### src/router_cfg.svh
`ifndef ROUTER_CFG_SVH
`define ROUTER_CFG_SVH

// header lines held by the inspector
// padded ethernet, ipv4, udp, sequence and vrt header
`define HDR_LINES 13
// first header line sent to the dsp output
`define DSP_OFFSET 11

// cpu capture buffer of 512 lines
`define CPU_BUF_AW 9

// setting bus register addresses
`define SET_ADDR_IP 1
`define SET_ADDR_PORTS 2
`define SET_ADDR_CPU_CTRL 3

// protocol field values
`define ETH_TYPE_IPV4 16'h0800
`define IPV4_PROTO_UDP 8'h11

`endif

### src/stream_pkg.sv
package stream_pkg;

    // flag nibble carried on every stream line
    typedef logic [3:0]  line_flags_t;
    typedef logic [31:0] line_data_t;

    localparam int FLAG_SOF = 0;
    localparam int FLAG_EOF = 1;

    // flags of a line that opens a frame
    localparam line_flags_t FLAGS_SOF = 4'b0001;

    typedef struct packed {
        line_flags_t flags;
        line_data_t  data;
    } stream_line_t;

    // where the inspector sends a frame
    typedef enum logic [1:0] {
        DEST_DSP,
        DEST_EXT,
        DEST_CPU
    } insp_dest_t;

endpackage

### src/ctrl_pkg.sv
`include "router_cfg.svh"

package ctrl_pkg;

    typedef logic [31:0] ip_addr_t;
    typedef logic [15:0] udp_port_t;

    // setting bus fields
    typedef logic [7:0]  set_addr_t;
    typedef logic [31:0] set_data_t;

    typedef struct packed {
        ip_addr_t  my_ip;
        udp_port_t dsp_udp_port;
        logic      cpu_out_hs_ctrl;
    } router_cfg_t;

    typedef logic [`CPU_BUF_AW-1:0] line_count_t;

    // status word read by the host
    typedef struct packed {
        logic [15-`CPU_BUF_AW:0] rsvd_hi;
        line_count_t             line_count;
        logic [14:0]             rsvd_lo;
        logic                    cpu_out_hs_stat;
    } router_status_t;

    typedef enum logic [1:0] {READ_PRE, READ_HDR, WRITE_REGS, WRITE_LIVE} insp_state_t;

    typedef enum logic [1:0] {WAIT_SOF, WAIT_EOF, WAIT_CTRL_HI, WAIT_CTRL_LO} cap_state_t;

endpackage

### src/com_inspector.sv
`timescale 1ns/1ns
`include "router_cfg.svh"

module com_inspector import stream_pkg::*, ctrl_pkg::*; (
    input  logic         stream_clk,
    input  logic         arst_n_i,
    input  router_cfg_t  cfg_i,
    input  stream_line_t in_line_i,
    input  logic         in_valid_i,
    output logic         in_ready_o,
    output stream_line_t dsp_line_o,
    output logic         dsp_valid_o,
    input  logic         dsp_ready_i,
    output stream_line_t ext_line_o,
    output logic         ext_valid_o,
    input  logic         ext_ready_i,
    output stream_line_t cpu_line_o,
    output logic         cpu_valid_o,
    input  logic         cpu_ready_i
);

    localparam int IDX_W = $clog2(`HDR_LINES);
    typedef logic [IDX_W-1:0] hdr_idx_t;

    localparam hdr_idx_t LAST_IDX = hdr_idx_t'(`HDR_LINES - 1);
    localparam hdr_idx_t DSP_IDX  = hdr_idx_t'(`DSP_OFFSET);

    insp_state_t  state_q;
    insp_dest_t   dest_q;
    hdr_idx_t     idx_q;
    stream_line_t hdr_q [`HDR_LINES];

    logic [47:0] eth_dst_mac;
    logic [15:0] eth_type;
    logic [7:0]  ipv4_proto;
    ip_addr_t    ipv4_dst;
    udp_port_t   udp_dst_port;
    logic [15:0] vrt_size;

    logic         in_fire;
    logic         hdr_wr;
    logic         hdr_end;
    insp_dest_t   next_dest;
    stream_line_t out_line;
    logic         out_valid;
    logic         out_ready;
    logic         out_fire;

    ////////////////////////////////////////////////////////////////////////////
    // header capture and routing decision
    ////////////////////////////////////////////////////////////////////////////

    // field positions in the padded ethernet/ipv4/udp header
    assign eth_dst_mac  = {hdr_q[0].data[15:0], hdr_q[1].data};
    assign eth_type     = hdr_q[3].data[15:0];
    assign ipv4_proto   = hdr_q[6].data[23:16];
    assign ipv4_dst     = hdr_q[8].data;
    assign udp_dst_port = hdr_q[9].data[15:0];
    // vrt size sits on the line that closes the header
    assign vrt_size     = in_line_i.data[15:0];

    assign in_fire = in_valid_i && in_ready_o;
    // lines ahead of a start of frame are dropped
    assign hdr_wr  = in_fire && ((state_q == READ_HDR) || in_line_i.flags[FLAG_SOF]);
    assign hdr_end = (idx_q == LAST_IDX) || in_line_i.flags[FLAG_EOF];

    always_comb begin
        if (in_line_i.flags[FLAG_EOF] || (eth_dst_mac == {48{1'b1}}) ||
            (eth_type != `ETH_TYPE_IPV4) || (ipv4_proto != `IPV4_PROTO_UDP)) begin
            next_dest = DEST_CPU;
        end else if (ipv4_dst != cfg_i.my_ip) begin
            next_dest = DEST_EXT;
        end else if ((udp_dst_port == cfg_i.dsp_udp_port) && (vrt_size != 16'h0)) begin
            next_dest = DEST_DSP;
        end else begin
            next_dest = DEST_CPU;
        end
    end

    always_ff @(posedge stream_clk) begin
        if (hdr_wr) begin
            hdr_q[idx_q] <= in_line_i;
        end
    end

    ////////////////////////////////////////////////////////////////////////////
    // output side
    ////////////////////////////////////////////////////////////////////////////

    // replay from the header registers then pass the input through
    always_comb begin
        if (state_q == WRITE_REGS) begin
            out_line = hdr_q[idx_q];
            // dsp frames start at the sequence line
            if ((dest_q == DEST_DSP) && (idx_q == DSP_IDX)) begin
                out_line.flags = FLAGS_SOF;
            end
        end else begin
            out_line = in_line_i;
        end
    end

    assign out_valid = (state_q == WRITE_REGS) || ((state_q == WRITE_LIVE) && in_valid_i);

    always_comb begin
        case (dest_q)
            DEST_DSP: out_ready = dsp_ready_i;
            DEST_EXT: out_ready = ext_ready_i;
            default:  out_ready = cpu_ready_i;
        endcase
    end

    assign out_fire = out_valid && out_ready;

    assign dsp_line_o  = out_line;
    assign ext_line_o  = out_line;
    assign cpu_line_o  = out_line;
    assign dsp_valid_o = out_valid && (dest_q == DEST_DSP);
    assign ext_valid_o = out_valid && (dest_q == DEST_EXT);
    assign cpu_valid_o = out_valid && (dest_q == DEST_CPU);

    always_comb begin
        case (state_q)
            READ_PRE, READ_HDR: in_ready_o = 1'b1;
            WRITE_LIVE:         in_ready_o = out_ready;
            default:            in_ready_o = 1'b0;
        endcase
    end

    always_ff @(posedge stream_clk or negedge arst_n_i) begin
        if (!arst_n_i) begin
            state_q <= READ_PRE;
            dest_q  <= DEST_CPU;
            idx_q   <= '0;
        end else begin
            case (state_q)
                READ_PRE, READ_HDR: begin
                    if (hdr_wr) begin
                        if (hdr_end) begin
                            state_q <= WRITE_REGS;
                            dest_q  <= next_dest;
                            idx_q   <= (next_dest == DEST_DSP) ? DSP_IDX : '0;
                        end else begin
                            state_q <= READ_HDR;
                            idx_q   <= idx_q + hdr_idx_t'(1);
                        end
                    end
                end
                WRITE_REGS: begin
                    if (out_fire) begin
                        if (out_line.flags[FLAG_EOF]) begin
                            state_q <= READ_PRE;
                            idx_q   <= '0;
                        end else if (idx_q == LAST_IDX) begin
                            state_q <= WRITE_LIVE;
                            idx_q   <= '0;
                        end else begin
                            idx_q <= idx_q + hdr_idx_t'(1);
                        end
                    end
                end
                WRITE_LIVE: begin
                    if (out_fire && in_line_i.flags[FLAG_EOF]) begin
                        state_q <= READ_PRE;
                    end
                end
            endcase
        end
    end

endmodule

### config.mk
export PLATFORM = sky130hd
export DESIGN_NAME = com_inspector
export DESIGN_NICKNAME = d
export VERILOG_FILES = /design/src/stream_pkg.sv /design/src/ctrl_pkg.sv /design/src/com_inspector.sv
export VERILOG_INCLUDE_DIRS = /design/src
export SDC_FILE = /design/constraint.sdc
export NUM_CORES = 1
export LEC_CHECK = 0
export ABC_CLOCK_PERIOD_IN_PS = 3000
export BUFFER_PORTS_ARGS = -buffer_cell sky130_fd_sc_hd__buf_2
export CAP_MARGIN = 10
export CORE_ASPECT_RATIO = 0.9
export CORE_MARGIN = 5
export CORE_UTILIZATION = 40
export CTS_CLUSTER_DIAMETER = 200
export DETAILED_ROUTE_END_ITERATION = 16
export GPL_TIMING_DRIVEN = 0
export PLACE_DENSITY = 0.66
export SYNTH_ARGS = -nofsm -noshare
export SYNTH_HDL_FRONTEND = slang
export SYNTH_SLANG_ARGS = --single-unit
### constraint.sdc
create_clock -name stream_clk -period 3 [get_ports stream_clk]
set_input_delay 0.6 -clock stream_clk [delete_from_list [all_inputs] [get_ports stream_clk]]
set_output_delay 0.6 -clock stream_clk [all_outputs]
set_load 0.1 [all_outputs]
==> results.json <==
{
  "layout.nets": 1589,
  "drtPass1Iterations": 5,
  "tightest_slew_ns": 0.910,
  "gr-max-usage-layer": "met2",
  "crit_path_max_incr_delay_ns": 0.54,
  "failed_checks": "negative setup slack",
  "remaining_design_rule_violation_count": 0,
  "post_synth_instance_area_mm2": 0.0241,
  "r2r_slack_ns": 0.15,
  "postRouteAntennaNets": 0,
  "crit_path_end_kind": "primary output",
  "wl_per_cell_um": 28.8,
  "finalHoldWorstSlack_ns": 0.357,
  "worst_path_most_repeated_cell": "sky130_fd_sc_hd__buf_12",
  "ioPinCount": 203,
  "final_layout_size_suffix_gt1_frac": 0.476,
  "globalRouteTotalUtil": 0.201,
  "synth_cells": 1178,
  "m2_gr_usage": 0.311,
  "ir_worst_vdd_uv": 1080,
  "postLayoutSetupSlackWorst_ns": -0.691,
  "hpwlAfterDp_um": 43400,
  "timing_hold_violations_final": 0,
  "synth_most_common_cell": "sky130_fd_sc_hd__edfxtp_1",
  "cts-root-buf": "sky130_fd_sc_hd__clkbuf_16",
  "gr-usage-met1": 0.297,
  "gp_routability_congestion": 0.842,
  "outcome": "finished, violations left",
  "async_reset_ff_frac": 0.0137,
  "timing.critical_path.from_type": "register",
  "power-per-cell-area_mw_per_mm2": 1080,
  "total_die_area_mm2": 0.0653,
  "detailedRoute.firstIterationViolations": 1627,
  "synthesis.yosys.warnings": 0,
  "critPathKind": "register to primary output",
  "placedCellCount": 2178,
  "timing.final.crit_share": 1.23,
  "cap_violations": 0,
  "antennaDiodeCount": 0,
  "maxClockFrequency_mhz": 271,
  "clock_insertion_delay_worst_skew_ns": 0.61,
  "worstPathArrival_ns": 3.09,
  "synth_commonest_cells": "576 x sky130_fd_sc_hd__edfxtp_1, 177 x sky130_fd_sc_hd__mux4_2, 103 x sky130_fd_sc_hd__nand2_1",
  "clkSlewWorstSetupHoldPaths_ns": 0.07,
  "holdCritPathClass": "input pin to asynchronous set/reset pin",
  "synth-seq-cells": 584,
  "maximum_number_of_pins_on_one_net_before_global_route_repair": 32,
  "worst-path-max-fanout": 6,
  "finClkSkew_ns": 0.0168,
  "count_of_flip_flops_with_a_built_in_enable_after_synthesis": 576,
  "crit_chain": "buf_12 -> buf_12 -> buf_6 -> mux4_2 -> mux4_2 -> nand2_4 -> nand2_4 -> buf_6 -> buf_12",
  "max-slew-margin-rel": 0.393,
  "cts_htree_levels": 2,
  "cts_buffers": 58,
  "cts_tree": "yes",
  "synth_ff_type": "sky130_fd_sc_hd__edfxtp_1",
  "grt_pass1_vias": 13213,
  "die_extent_in_x_um": 269,
  "drt_wl_total_um": 67000,
  "final_period_minus_worst_setup_slack_ns": 3.69,
  "ctsLongestPathBuffers": 3,
  "synth_cell_types": 49,
  "grt_antenna_before_repair": 1,
  "core_mm2": 0.0598,
  "placementRows": 85,
  "detailroute.via_count": 13156,
  "synth_nets": 1273,
  "grt_util_met3": 0.0475,
  "netlist.area_leader.share": 0.717,
  "crit_slowest_cell": "sky130_fd_sc_hd__mux4_2",
  "starting_density_of_the_core": 0.403,
  "power.leakage_nw": 10.6,
  "die_h_um": 243,
  "synthTopCellsByArea": "sky130_fd_sc_hd__edfxtp_1 72%, sky130_fd_sc_hd__mux4_2 17%, sky130_fd_sc_hd__buf_4 2.3%",
  "final_instance_count_excl_fillers": 2324,
  "total_congestion_overflow": 0,
  "global_route_wire_length_before_repair_um": 94900,
  "finalSetupViolations": 108,
  "clock-sinks": 584,
  "synth_area_per_cell_um2": 20.5,
  "number_of_i_o_port_buffers": 201,
  "critical_path_buf_inv_count": 5,
  "worst_ep_required_time_ns": 2.40,
  "drt-vias-per-instance": 5.66,
  "unrepaired_setup_endpoints_after_global_routing": "true",
  "critical_path.top_delay_family": "multiplexers",
  "area.growth.synth_to_final_pct": 30.1,
  "yosys.area.top_type": "sky130_fd_sc_hd__edfxtp_1",
  "drv_slew": 0,
  "synth_sequential_area_ratio": 0.726
}
[registers in the layout, summed over array words and instances, names as in the netlist]
signal   count
dest_q       2
hdr_q      576
idx_q        4
state_q      2
[what timing repair did]
| item | CTS | global route |
|---|---|---|
| pin swaps | 11 | 14 |
| buffers inserted | 15 | 20 |
| endpoints found under the hold margin | 7 | 0 |
| resized for setup | 499 | 78 |
| cloned | 6 | 4 |
| setup endpoints to repair | 280 | 327 |
| hold buffers | 1 | 0 |
[per-stage QoR]
step,power (mW),util,area (um^2),TNS [ns],setup WS [ns]
finish,33.8,0.525,31400,-62.76,-0.691
global route,34.9,0.525,31400,-72.45,-0.776
CTS,33.5,0.518,31000,-71.04,-0.738
detailed placement,22.9,0.450,26900,-87.92,-0.752
global placement,22.7,0.444,26600,-674.44,-1.24
floorplan,20.4,-,24600,-1.28,-0.371
[power by group]
group	leakage, nW	internal (mW)	switching [mW]
Sequential	5.29	9.34	0.147
Combinational	4.37	6.78	10.2
Clock	0.924	4.30	3.04
[metal layers]
metal	vias to the layer above	wire length (um)
met1	6949	27000
met5	-	0
met3	78	7090
li1	5406	-
met2	723	31900
met4	0	1000
[logic make-up after synthesis]
kind of cell / share of synthesized area
flops: 0.726
simple gates: 0.0404
mux: 0.167
buf+inv: 0.0374
xor+xnor: 0.0174
compound gates: 0.00955
fa+ha+maj: 0.00208
[path summary, 6_finish.rpt]
check / start / end / cells after the start
setup / recovery: idx_q[0] / ext_line_o[3] / 9
hold / removal: arst_n_i / state_q[0] / 2
setup reg to reg: hdr_q[9][13] / idx_q[0] / 6
hold reg to reg: dest_q[1] / dest_q[1] / 1
max in group asynchronous: arst_n_i / dest_q[1] / 2
min in group stream_clk: in_line_i[22] / hdr_q[3][22] / 1
[final cells by class]
class / count / area [um^2]
fill: 4607 / 28400
inverter: 7 / 26.3
clock buffer: 74 / 1580
clock inverter: 33 / 338
timing repair buffer: 256 / 3210
buffer: 125 / 1540
sequential: 584 / 17500
tap: 783 / 980
multi-input combinational: 462 / 6200
[placed cells by master, fill, tap and decap left out, types with 4 or more instances in the layout]
cell,count
sky130_fd_sc_hd__edfxtp_1,576
sky130_fd_sc_hd__mux4_2,177
sky130_fd_sc_hd__buf_12,116
sky130_fd_sc_hd__buf_2,101
sky130_fd_sc_hd__buf_6,99
sky130_fd_sc_hd__clkbuf_16,68
sky130_fd_sc_hd__nand2_4,40
sky130_fd_sc_hd__nand2_1,40
sky130_fd_sc_hd__xnor2_1,32
sky130_fd_sc_hd__buf_4,27
sky130_fd_sc_hd__nand2_2,23
sky130_fd_sc_hd__nand4_1,22
sky130_fd_sc_hd__xor2_1,16
sky130_fd_sc_hd__clkbuf_1,14
sky130_fd_sc_hd__nor4_1,14
sky130_fd_sc_hd__clkinv_1,14
sky130_fd_sc_hd__nor2_1,9
sky130_fd_sc_hd__clkbuf_2,8
sky130_fd_sc_hd__buf_16,7
sky130_fd_sc_hd__buf_8,7
sky130_fd_sc_hd__inv_1,7
sky130_fd_sc_hd__and3_4,7
sky130_fd_sc_hd__clkinv_2,7
sky130_fd_sc_hd__bufinv_16,7
sky130_fd_sc_hd__dfrtp_1,6
sky130_fd_sc_hd__and3_1,5
sky130_fd_sc_hd__and3_2,5
sky130_fd_sc_hd__o21ai_0,5
sky130_fd_sc_hd__mux2i_1,4
sky130_fd_sc_hd__nand3_1,4
sky130_fd_sc_hd__and2_4,4
sky130_fd_sc_hd__nor4b_1,4
sky130_fd_sc_hd__ha_1,4
No activity file was read; power rests on OpenSTA's default activity.
