<file path="src/router_cfg.svh">
`ifndef ROUTER_CFG_SVH
`define ROUTER_CFG_SVH

// header lines held by the inspector
// padded ethernet, ipv4, udp, sequence and vrt header
`define HDR_LINES 13
// first header line sent to the dsp output
`define DSP_OFFSET 11

// cpu capture buffer of 512 lines
`define CPU_BUF_AW 9

// setting bus register addresses
`define SET_ADDR_IP 1
`define SET_ADDR_PORTS 2
`define SET_ADDR_CPU_CTRL 3

// protocol field values
`define ETH_TYPE_IPV4 16'h0800
`define IPV4_PROTO_UDP 8'h11

`endif

</file>
<file path="src/ctrl_pkg.sv">
`include "router_cfg.svh"

package ctrl_pkg;

    typedef logic [31:0] ip_addr_t;
    typedef logic [15:0] udp_port_t;

    // setting bus fields
    typedef logic [7:0]  set_addr_t;
    typedef logic [31:0] set_data_t;

    typedef struct packed {
        ip_addr_t  my_ip;
        udp_port_t dsp_udp_port;
        logic      cpu_out_hs_ctrl;
    } router_cfg_t;

    typedef logic [`CPU_BUF_AW-1:0] line_count_t;

    // status word read by the host
    typedef struct packed {
        logic [15-`CPU_BUF_AW:0] rsvd_hi;
        line_count_t             line_count;
        logic [14:0]             rsvd_lo;
        logic                    cpu_out_hs_stat;
    } router_status_t;

    typedef enum logic [1:0] {READ_PRE, READ_HDR, WRITE_REGS, WRITE_LIVE} insp_state_t;

    typedef enum logic [1:0] {WAIT_SOF, WAIT_EOF, WAIT_CTRL_HI, WAIT_CTRL_LO} cap_state_t;

endpackage

</file>
<file path="src/router_settings.sv">
`timescale 1ns/1ns
`include "router_cfg.svh"

module router_settings import ctrl_pkg::*; (
    input  logic        stream_clk,
    input  logic        arst_n_i,
    input  logic        set_stb_i,
    input  set_addr_t   set_addr_i,
    input  set_data_t   set_data_i,
    output router_cfg_t cfg_o
);

    ip_addr_t  my_ip_q;
    udp_port_t dsp_port_q;
    logic      hs_ctrl_q;

    logic wr_ip;
    logic wr_ports;
    logic wr_cpu_ctrl;

    // address decode
    assign wr_ip       = set_stb_i && (set_addr_i == set_addr_t'(`SET_ADDR_IP));
    assign wr_ports    = set_stb_i && (set_addr_i == set_addr_t'(`SET_ADDR_PORTS));
    assign wr_cpu_ctrl = set_stb_i && (set_addr_i == set_addr_t'(`SET_ADDR_CPU_CTRL));

    always_ff @(posedge stream_clk or negedge arst_n_i) begin
        if (!arst_n_i) begin
            my_ip_q    <= '0;
            dsp_port_q <= '0;
            hs_ctrl_q  <= 1'b0;
        end else begin
            if (wr_ip) begin
                my_ip_q <= set_data_i;
            end
            // low half holds the dsp port
            if (wr_ports) begin
                dsp_port_q <= set_data_i[15:0];
            end
            // host toggles bit 0 to release a captured frame
            if (wr_cpu_ctrl) begin
                hs_ctrl_q <= set_data_i[0];
            end
        end
    end

    assign cfg_o = '{
        my_ip:           my_ip_q,
        dsp_udp_port:    dsp_port_q,
        cpu_out_hs_ctrl: hs_ctrl_q
    };

endmodule

</file>
<file path="config.mk">
export PLATFORM = sky130hd
export DESIGN_NAME = router_settings
export DESIGN_NICKNAME = d
export VERILOG_FILES = /design/src/ctrl_pkg.sv /design/src/router_settings.sv
export VERILOG_INCLUDE_DIRS = /design/src
export SDC_FILE = /design/constraint.sdc
export NUM_CORES = 1
export LEC_CHECK = 0
export BUFFER_PORTS_ARGS = -buffer_cell sky130_fd_sc_hd__buf_4
export CAP_MARGIN = 20
export CORE_MARGIN = 4
export CORE_UTILIZATION = 45
export CTS_CLUSTER_SIZE = 20
export DETAILED_ROUTE_END_ITERATION = 8
export MAX_ROUTING_LAYER = met4
export PLACE_DENSITY = 0.81
export SYNTH_ARGS = -nofsm -noshare
export SYNTH_HDL_FRONTEND = slang
export SYNTH_SLANG_ARGS = --single-unit
</file>
<file path="constraint.sdc">
create_clock -name stream_clk -period 1.2 [get_ports stream_clk]
set_clock_uncertainty 0.2 [all_clocks]
set_input_delay 0.24 -clock stream_clk [delete_from_list [all_inputs] [get_ports stream_clk]]
set_output_delay 0.24 -clock stream_clk [all_outputs]
set_load 0.03 [all_outputs]
</file>
==> results.toml, run 1 <==
[critical_path]
critPathCapture = "my_ip_q[21]$_DFFE_PN0P_"
cp_max_fo = 5
critPathKind = "input port to register"
endpoint_kind = "register"
crit_path_start = "set_addr_i[5]"
arrival_ps = 1850
r2r_slack_ps = -50
timing.rr.start = "my_ip_q[18]$_DFFE_PN0P_"
required_ps = 1180
rr_endpoint = "my_ip_q[18]$_DFFE_PN0P_"
reg2reg_depth = 3
worstSetupStartpointType = "input port"

[floorplan]
die_x_um = 73.1
row_count = 23
coreArea_um2 = 4060
die_h_um = 73.1
io_pins = 92
dieArea_um2 = 5340
start_util_pct = 47.0

[synth]
yosysTopAreaCell = "dfrtp_1"
synth-adder-area-share_pct = 0
synthDistinctLibCells = 13
synth_compound_area_share_pct = 0
ys_seq_area_share_pct = 64.3
synth_common_cells = "dfrtp_1, mux2_2, mux2_4"
synthTopCellsByArea = "dfrtp_1, mux2_2, mux2_4"
yosys_warnings = 0
ys.flop_type = "dfrtp_1"
async_flop_share_pct = 100
netlist_area_um2 = 1910
yosys.area_share.simple_pct = 2.56
syn_nets = 154
synthMuxAreaShare_pct = 30.9
syn_area_per_cell_um2 = 17.2
ys_ff_latch = 49
synth_top_family_by_area = "multiplexers"
synthMostInstantiatedCell = "dfrtp_1"
synth_xor_area_share_pct = 0
synth-edff-count = 0
syn_inst = 111
yosysTopAreaCellShare_pct = 64.3

[placement]
dpl.cell_count = 252
io_buffers = 91
placed_area_um2 = 2680
dp_hpwl_mm = 3.23
gp_congestion = 0.817

[sta]
setup_tns_ps = -34700
worst_slack_ps = -666
hold_viol_final = 0
fin_crit_ps = 1870
relSlewSlack_pct = 79.9
whs_ps = 234
rsz0062_at_grt = "true"
clock.fmax_mhz = 536
final.period_utilization_pct = 155
worstMarginPinSlew_ps = 300
finalSetupViolCount = 98
drv_slew = 0

[power_and_ir_drop]
peakVddDrop_mv = 0.864
power_density_nw_per_um2 = 951
finalPower_w = 0.00362
leakagePower_nw = 1.99

[drt]
drc = 0
drtPass1Iterations = 4
routedWlPerCell_um = 22.7
vias_per_cell = 5.08
drt_iter0_markers = 89
routed_wirelength_mm = 7.50
ant_nets = 0
via_count = 1675

[grt]
grt_pass1_vias = 1803
track_usage_pct = 23.5
antenna_found_initial = 0
overflow = 0
grt_pass1_wl_mm = 9.25
grt_start_max_net_pins = 50

[cells_and_area]
layout-drive-gt1-share_pct = 69.6
finalNonFillerCells = 330
fillers = 105
diodes = 0
finish.net_count = 323
fin_area_um2 = 3800
area_growth_pct = 99.5

[run_status]
status = "complete, but fails checks"
violations = "setup timing"

[hold_path]
hold_path_class = "input port to register"

[clock_tree]
cts_max_path_buffers = 2
cts_sinks = 49
cts_max_level = 2
clkTransAtPathRegs_ps = 90
clock_latency_ps = 290
cts_root_buffer = "clkbuf_8"
cts_tree = "done"
cts_made_buffers = 5

[flow_run]
drv_cap = 0
-- where the power goes --
| group | leakage, nW | switching (W) | internal, W |
|---|---|---|---|
| logic | 1.27 | 0.000362 | 0.000479 |
| registers | 0.676 | 0.0000725 | 0.00173 |
| clock network | 0.0443 | 0.000519 | 0.000459 |
| total | 1.99 | 0.000954 | 0.00267 |
-- per-layer routing --
metal	global-route usage (%)	wire [um]	vias up	share of wire [%]
met5	-	0	-	0
met4	4.71	167	0	2.2
met3	6.20	566	16	7.5
met2	40.3	3980	81	53
met1	27.8	2790	853	37
li1	-	-	725	-
-- placed cells by master, fill, tap and decap left out --
master,Yosys,final
mux2_2,37,6
nand4bb_1,1,1
buf_4,1,71
buf_6,1,56
nor3_4,0,2
dfrtp_1,49,49
clkbuf_8,0,6
or4_4,1,3
clkbuf_16,0,1
buf_8,0,3
dlygate4sd3_1,0,33
buf_12,0,3
mux2_4,10,43
inv_1,1,1
or3b_4,0,1
clkbuf_1,0,1
-- per-stage QoR --
step                setup slack (ps)  utilization [%]
floorplan                       -947                -
global placement                -989             66.1
detailed placement             -1030             66.1
global route                    -670             93.8
finish                          -666             93.8
CTS                             -643             88.3
-- how the worst min path moves through the flow --
| stage | start | slack [ps] | endpoint | depth (start not counted) |
|---|---|---|---|---|
| finish | set_addr_i[0] | 230 | dsp_port_q[14]$_DFFE_PN0P_ | 3 |
| global placement | arst_n_i | 30 | my_ip_q[12]$_DFFE_PN0P_ | 2 |
| CTS | set_data_i[20] | -40 | my_ip_q[20]$_DFFE_PN0P_ | 2 |
| global route | set_addr_i[0] | 230 | dsp_port_q[14]$_DFFE_PN0P_ | 3 |
| detailed placement | arst_n_i | 30 | dsp_port_q[12]$_DFFE_PN0P_ | 2 |
| floorplan | arst_n_i | -260 | dsp_port_q[0]$_DFFE_PN0P_ | 0 |
-- timing repair --
action,4_1_cts,5_1_grt
gates cloned,4,1
endpoints found under the setup margin,98,98
endpoints found under the hold margin,96,1
pin swaps,3,3
buffers inserted,16,17
gates resized for setup,95,14
hold buffers,32,1
-- critical path, cell delays in order --
cell and delay [ps]:
buf_6 90, or4_4 550, buf_6 140, nor3_4 210
buf_6 160, buf_8 140, mux2_4 310
-- state kept, by name (all words and copies together) (netlist names) --
register,count
dsp_port_q,16
my_ip_q,32
hs_ctrl_q,1
-- layout make-up --
cell class | count | area (um2) | area share, %
flip-flops and latches | 49 | 1230 | 32.2
repair buffers | 167 | 1620 | 42.7
clock buffers | 7 | 86.3 | 2.27
multi-input cells | 56 | 802 | 21.1
well taps | 50 | 62.6 | 1.64
inverters | 1 | 3.75 | 0.0987
-- logic make-up after synthesis --
logic type / count (synthesis)
buffers and inverters: 7
flip-flops: 49
multiplexers: 49
AND/OR/NAND/NOR: 6
(Power assumes the default switching activity.)
==> inputs of run 2 (changes only) <==
Clock period 1.2 ns to 2.1 ns, I/O delays scaled along.
==> results.toml, run 2 (same netlist as run 1, synthesis figures left out) <==
[clock_tree]
clock_latency_ps = 290
cts_tree = "done"
cts_max_path_buffers = 2
cts-resized-gates = 0
cts_max_level = 2
cts_root_buffer = "clkbuf_8"
clkTransAtPathRegs_ps = 80
cts_made_buffers = 5
cts_setup_buffers = 0
cts_sinks = 49

[hold_path]
hold_path_class = "input port to register"
min_path_cells = 2
holdPathEnd = "my_ip_q[20]$_DFFE_PN0P_"
hp-start = "set_data_i[20]"

[placement]
dp_hpwl_mm = 3.20
io_buffers = 91
dpl.cell_count = 248
gp_congestion = 0.784

[cells_and_area]
multi_input_area_um2 = 647
finish.net_count = 249
finalNonFillerCells = 257
largestRegisters = "my_ip_q: 32 flops, dsp_port_q: 16 flops, hs_ctrl_q: 1 flops"
layout_common_cells = "buf_4, dfrtp_1, mux2_2, mux2_4, clkbuf_8"
largest_reg_flops = 32
layout_commonest_cell = "buf_4"
area_growth_pct = 44.8
seqCellArea_um2 = 1230
diodes = 0
fillers = 285
regMostFlops = "my_ip_q"
layout-drive-gt1-share_pct = 73.4

[critical_path]
critPathKind = "input port to register"
endpoint_kind = "register"
arrival_ps = 2050
cp_max_fo = 32
timing.rr.start = "my_ip_q[24]$_DFFE_PN0P_"
r2r_slack_ps = 1100
reg2reg_depth = 1
rr_endpoint = "my_ip_q[24]$_DFFE_PN0P_"
required_ps = 2080
worstSetupStartpointType = "input port"

[sta]
worstMarginPinSlew_ps = 595
drv_slew = 0
clock.fmax_mhz = 484
finalSetupViolCount = 0
fin_crit_ps = 2070
hold_viol_final = 0
final.period_utilization_pct = 98.4
relSlewSlack_pct = 60.3
rsz0062_at_grt = "false"

[power_and_ir_drop]
leakagePower_nw = 1.53
peakVddDrop_mv = 0.490
p_sw_w = 0.000466
p_clk_share_pct = 30.5
finalPower_w = 0.00190
intPower_w = 0.00143
power_density_nw_per_um2 = 687
seq_power_share_pct = 53.4
switching_share_pct = 24.5
combPwrFrac_pct = 16.1

[flow_run]
drv_cap = 0

[grt]
antenna_found_initial = 0
track_usage_pct = 17.3
grt_pass1_wl_mm = 6.84
overflow = 0
grt_pass1_vias = 1436
grt_start_max_net_pins = 50

[run_status]
status = "finished clean"

[floorplan]
start_util_pct = 47.0
coreArea_um2 = 4060
row_count = 23
dieArea_um2 = 5340
die_x_um = 73.1
die_h_um = 73.1
io_pins = 92

[drt]
vias_per_cell = 5.02
drt_iter0_markers = 68
via_count = 1290
ant_nets = 0
drc = 0
routed_wirelength_mm = 4.25
drtPass1Iterations = 4
routedWlPerCell_um = 16.5
[run 2: worst max-delay path by stage]
stage               slack (ps)                    endpoint          start  cells after the start
detailed placement        -310   dsp_port_q[6]$_DFFE_PN0P_  set_addr_i[5]                      4
global placement          -270   dsp_port_q[5]$_DFFE_PN0P_  set_addr_i[5]                      4
global route                 1     my_ip_q[22]$_DFFE_PN0P_  set_addr_i[5]                      6
CTS                          9   dsp_port_q[6]$_DFFE_PN0P_  set_addr_i[5]                      4
finish                      30     my_ip_q[22]$_DFFE_PN0P_  set_addr_i[5]                      6
floorplan                 -230  dsp_port_q[10]$_DFFE_PN0P_  set_addr_i[5]                      5
[run 2: layout make-up]
| type | count | area share (%) |
|---|---|---|
| multi-input cells | 55 | 23.4 |
| repair buffers | 94 | 26.1 |
| clock buffers | 7 | 3.49 |
| inverters | 1 | 0.136 |
| well taps | 50 | 2.27 |
| clock inverters | 1 | 0.181 |
| flip-flops and latches | 49 | 44.4 |
[run 2: metal layers]
layer	vias up	track usage (%)	share of wire, %
met2	68	26.8	48
met4	0	6.35	1.8
met3	10	6.06	11
met1	629	20.8	40
met5	-	-	0
li1	583	-	-
[run 2: repair_timing]
| item | in CTS | in global routing |
|---|---|---|
| hold buffers | 1 | 0 |
| endpoints found under the hold margin | 49 | 0 |
| setup endpoints to repair | 0 | 2 |
[run 2: power groups by stage]
stage               Sequential (W)  Clock (W)  Combinational, W
finish                     0.00101   0.000580          0.000306
global route               0.00102   0.000657          0.000325
CTS                        0.00101   0.000600          0.000310
detailed placement         0.00103          0          0.000309
global placement           0.00103          0          0.000300
floorplan                  0.00112          0         0.0000522
[run 2: critical path: stages]
cell	delay (ps)
buf_4	110
or4_4	530
buf_4	160
nor3_2	210
buf_12	240
mux2_2	360
[run 2: through the flow]
stage / setup slack [ps] / hold slack (ps) / utilization [%] / cell area, um2 / setup TNS, ps
after floorplan: -227 / -75.6 / - / 1920 / -7330
after global placement: -270 / 255 / 65.3 / 2650 / -11620
after detailed placement: -311 / 270 / 65.3 / 2650 / -13470
after CTS: 8.99 / 146 / 68.1 / 2760 / 0
after global routing: 1.20 / 135 / 68.1 / 2760 / 0
final: 33.3 / 155 / 68.1 / 2760 / 0
==> inputs of run 3 (changes only) <==
Settings changed: ABC_AREA set to 1, PLACE_DENSITY 0.81 to 0.8.
==> results.toml, run 3 <==
[cells_and_area]
fillers = 415
regMostFlops = "my_ip_q"
multi_input_area_um2 = 692
finish.net_count = 362
seqCellArea_um2 = 1230
fin_util_pct = 64.2
layout-drive-gt1-share_pct = 33.4
diodes = 0
layout_common_cells = "nand2_1, buf_4, nand3_1, dfrtp_1, clkbuf_8"
fin_area_um2 = 2820
area_growth_pct = 38.0
largest_reg_flops = 32
largestRegisters = "my_ip_q: 32 flops, dsp_port_q: 16 flops, hs_ctrl_q: 1 flops"
layout_commonest_cell = "nand2_1"

[clock_tree]
cts_max_path_buffers = 2
clkTransAtPathRegs_ps = 90
cts_made_buffers = 5
clock_latency_ps = 300
cts_root_buffer = "clkbuf_8"
cts_tree = "done"
cts_max_level = 2
cts_sinks = 49

[grt]
antenna_found_initial = 0
grt_pass1_vias = 1734
grt_start_max_net_pins = 50
grt_pass1_wl_mm = 8.14
overflow = 0
track_usage_pct = 19.5

[synth]
syn_nets = 272
syn_area_per_cell_um2 = 8.91
ys.flop_type = "dfrtp_1"
async_flop_share_pct = 100
ys_ff_latch = 49
yosysTopAreaCell = "dfrtp_1"
yosys_warnings = 0
synthTopCellsByArea = "dfrtp_1, nand2_1, nand3_1"
synth_common_cells = "nand2_1, nand3_1, dfrtp_1"
ys_seq_area_share_pct = 60.1
synthDistinctLibCells = 13
yosysTopAreaCellShare_pct = 60.1
synthMostInstantiatedCell = "nand2_1"
synth-edff-count = 0
syn_inst = 229
netlist_area_um2 = 2040

[critical_path]
worstSetupStartpointType = "input port"
reg2reg_depth = 2
endpoint_kind = "register"
arrival_ps = 1570
cp_max_fo = 32
timing.rr.start = "my_ip_q[10]$_DFFE_PN0P_"
required_ps = 2090
r2r_slack_ps = 1260
rr_endpoint = "my_ip_q[10]$_DFFE_PN0P_"
critPathKind = "input port to register"

[floorplan]
die_x_um = 75.3
die_h_um = 75.3
start_util_pct = 46.5
dieArea_um2 = 5680
io_pins = 92
row_count = 24
coreArea_um2 = 4380

[sta]
final.period_utilization_pct = 75.4
setup_tns_ps = 0
hold_viol_final = 0
rsz0062_at_grt = "false"
fin_crit_ps = 1580
worstMarginPinSlew_ps = 609
drv_slew = 0
finalSetupViolCount = 0
clock.fmax_mhz = 632
relSlewSlack_pct = 59.4

[drt]
vias_per_cell = 4.88
drc = 0
routed_wirelength_mm = 5.11
via_count = 1815
drt_iter0_markers = 124
ant_nets = 0
drtPass1Iterations = 4
routedWlPerCell_um = 13.7

[power_and_ir_drop]
finalPower_w = 0.00187
peakVddDrop_mv = 0.566
leakagePower_nw = 1.67
power_density_nw_per_um2 = 665

[placement]
placed_area_um2 = 2720
io_buffers = 91
dp_hpwl_mm = 3.83
gp_congestion = 0.824

[hold_path]
holdPathEnd = "my_ip_q[25]$_DFFE_PN0P_"
min_path_cells = 3
hold_path_class = "input port to register"
hp-start = "set_data_i[25]"

[flow_run]
drv_cap = 0

[run_status]
status = "finished clean"
-- run 3: cell count changes after synthesis, moves of 4 or more --
| cell | delta |
|---|---|
| mux2_2 | -37 |
| mux2_4 | -10 |
| nand2_1 | +102 |
| nand3_1 | +51 |
| nor2_1 | +4 |
-- run 3: area by class of cell --
| type | instances | share of cell area [%] |
|---|---|---|
| inverters | 6 | 0.800 |
| well taps | 52 | 2.31 |
| repair buffers | 96 | 25.7 |
| clock inverters | 2 | 0.489 |
| clock buffers | 6 | 2.58 |
| multi-input cells | 161 | 24.6 |
| flip-flops and latches | 49 | 43.6 |
-- run 3: through the flow --
step | setup slack [ps] | hold WS (ps) | cells
2_1_floorplan | 671 | -75.6 | 229
3_3_place_gp | 243 | 257 | 363
3_5_place_dp | 182 | 259 | 363
4_1_cts | 493 | 139 | 372
5_1_grt | 372 | 138 | 372
6_report | 517 | 147 | 372
-- run 3: worst max-delay path by stage --
stage                   from                    endpoint  slack [ps]  depth (start not counted)
2_1_floorplan  set_addr_i[7]  dsp_port_q[10]$_DFFE_PN0P_         670                          7
6_report       set_addr_i[5]     my_ip_q[10]$_DFFE_PN0P_         520                          7
3_5_place_dp   set_addr_i[5]     my_ip_q[10]$_DFFE_PN0P_         180                          7
5_1_grt        set_addr_i[5]     my_ip_q[16]$_DFFE_PN0P_         370                          7
4_1_cts        set_addr_i[5]     my_ip_q[10]$_DFFE_PN0P_         490                          7
3_3_place_gp   set_addr_i[7]     my_ip_q[12]$_DFFE_PN0P_         240                          7
-- run 3: cells by family (layout without fill, tap and decap cells) --
| kind of cell | Yosys count | after routing | synth area share, % |
|---|---|---|---|
| and+or+nand+nor | 161 | 161 | 33.9 |
| buffers and inverters | 19 | 110 | 6.01 |
| DFF | 49 | 49 | 60.1 |
-- run 3: where the power goes --
part / internal (W) / switching, W
Combinational: 0.000129 / 0.000187
Clock: 0.000238 / 0.000305
Sequential: 0.000987 / 0.0000262
-- run 3: worst max-delay path, cell delays in order --
cell     delay [ps]
buf_4           110
nor2_1           90
nand2_1         110
inv_2           200
nand2_2         390
nand2_1         180
nand2_1          70
-- run 3: metal layers --
| layer | global-route usage (%) | vias up | wire (um) |
|---|---|---|---|
| met2 | 31.4 | 72 | 2470 |
| met3 | 5.54 | 2 | 489 |
| met1 | 25.2 | 836 | 2140 |
| li1 | - | 905 | - |
| met5 | - | - | 0 |
| met4 | 3.30 | 0 | 13 |
-- run 3: timing repair --
item | in CTS | in global routing
gates resized for setup | 0 | 0
setup buffers | 0 | 0
hold buffers | 1 | 0
hold endpoints to repair | 49 | 0
endpoints found under the setup margin | 0 | 0
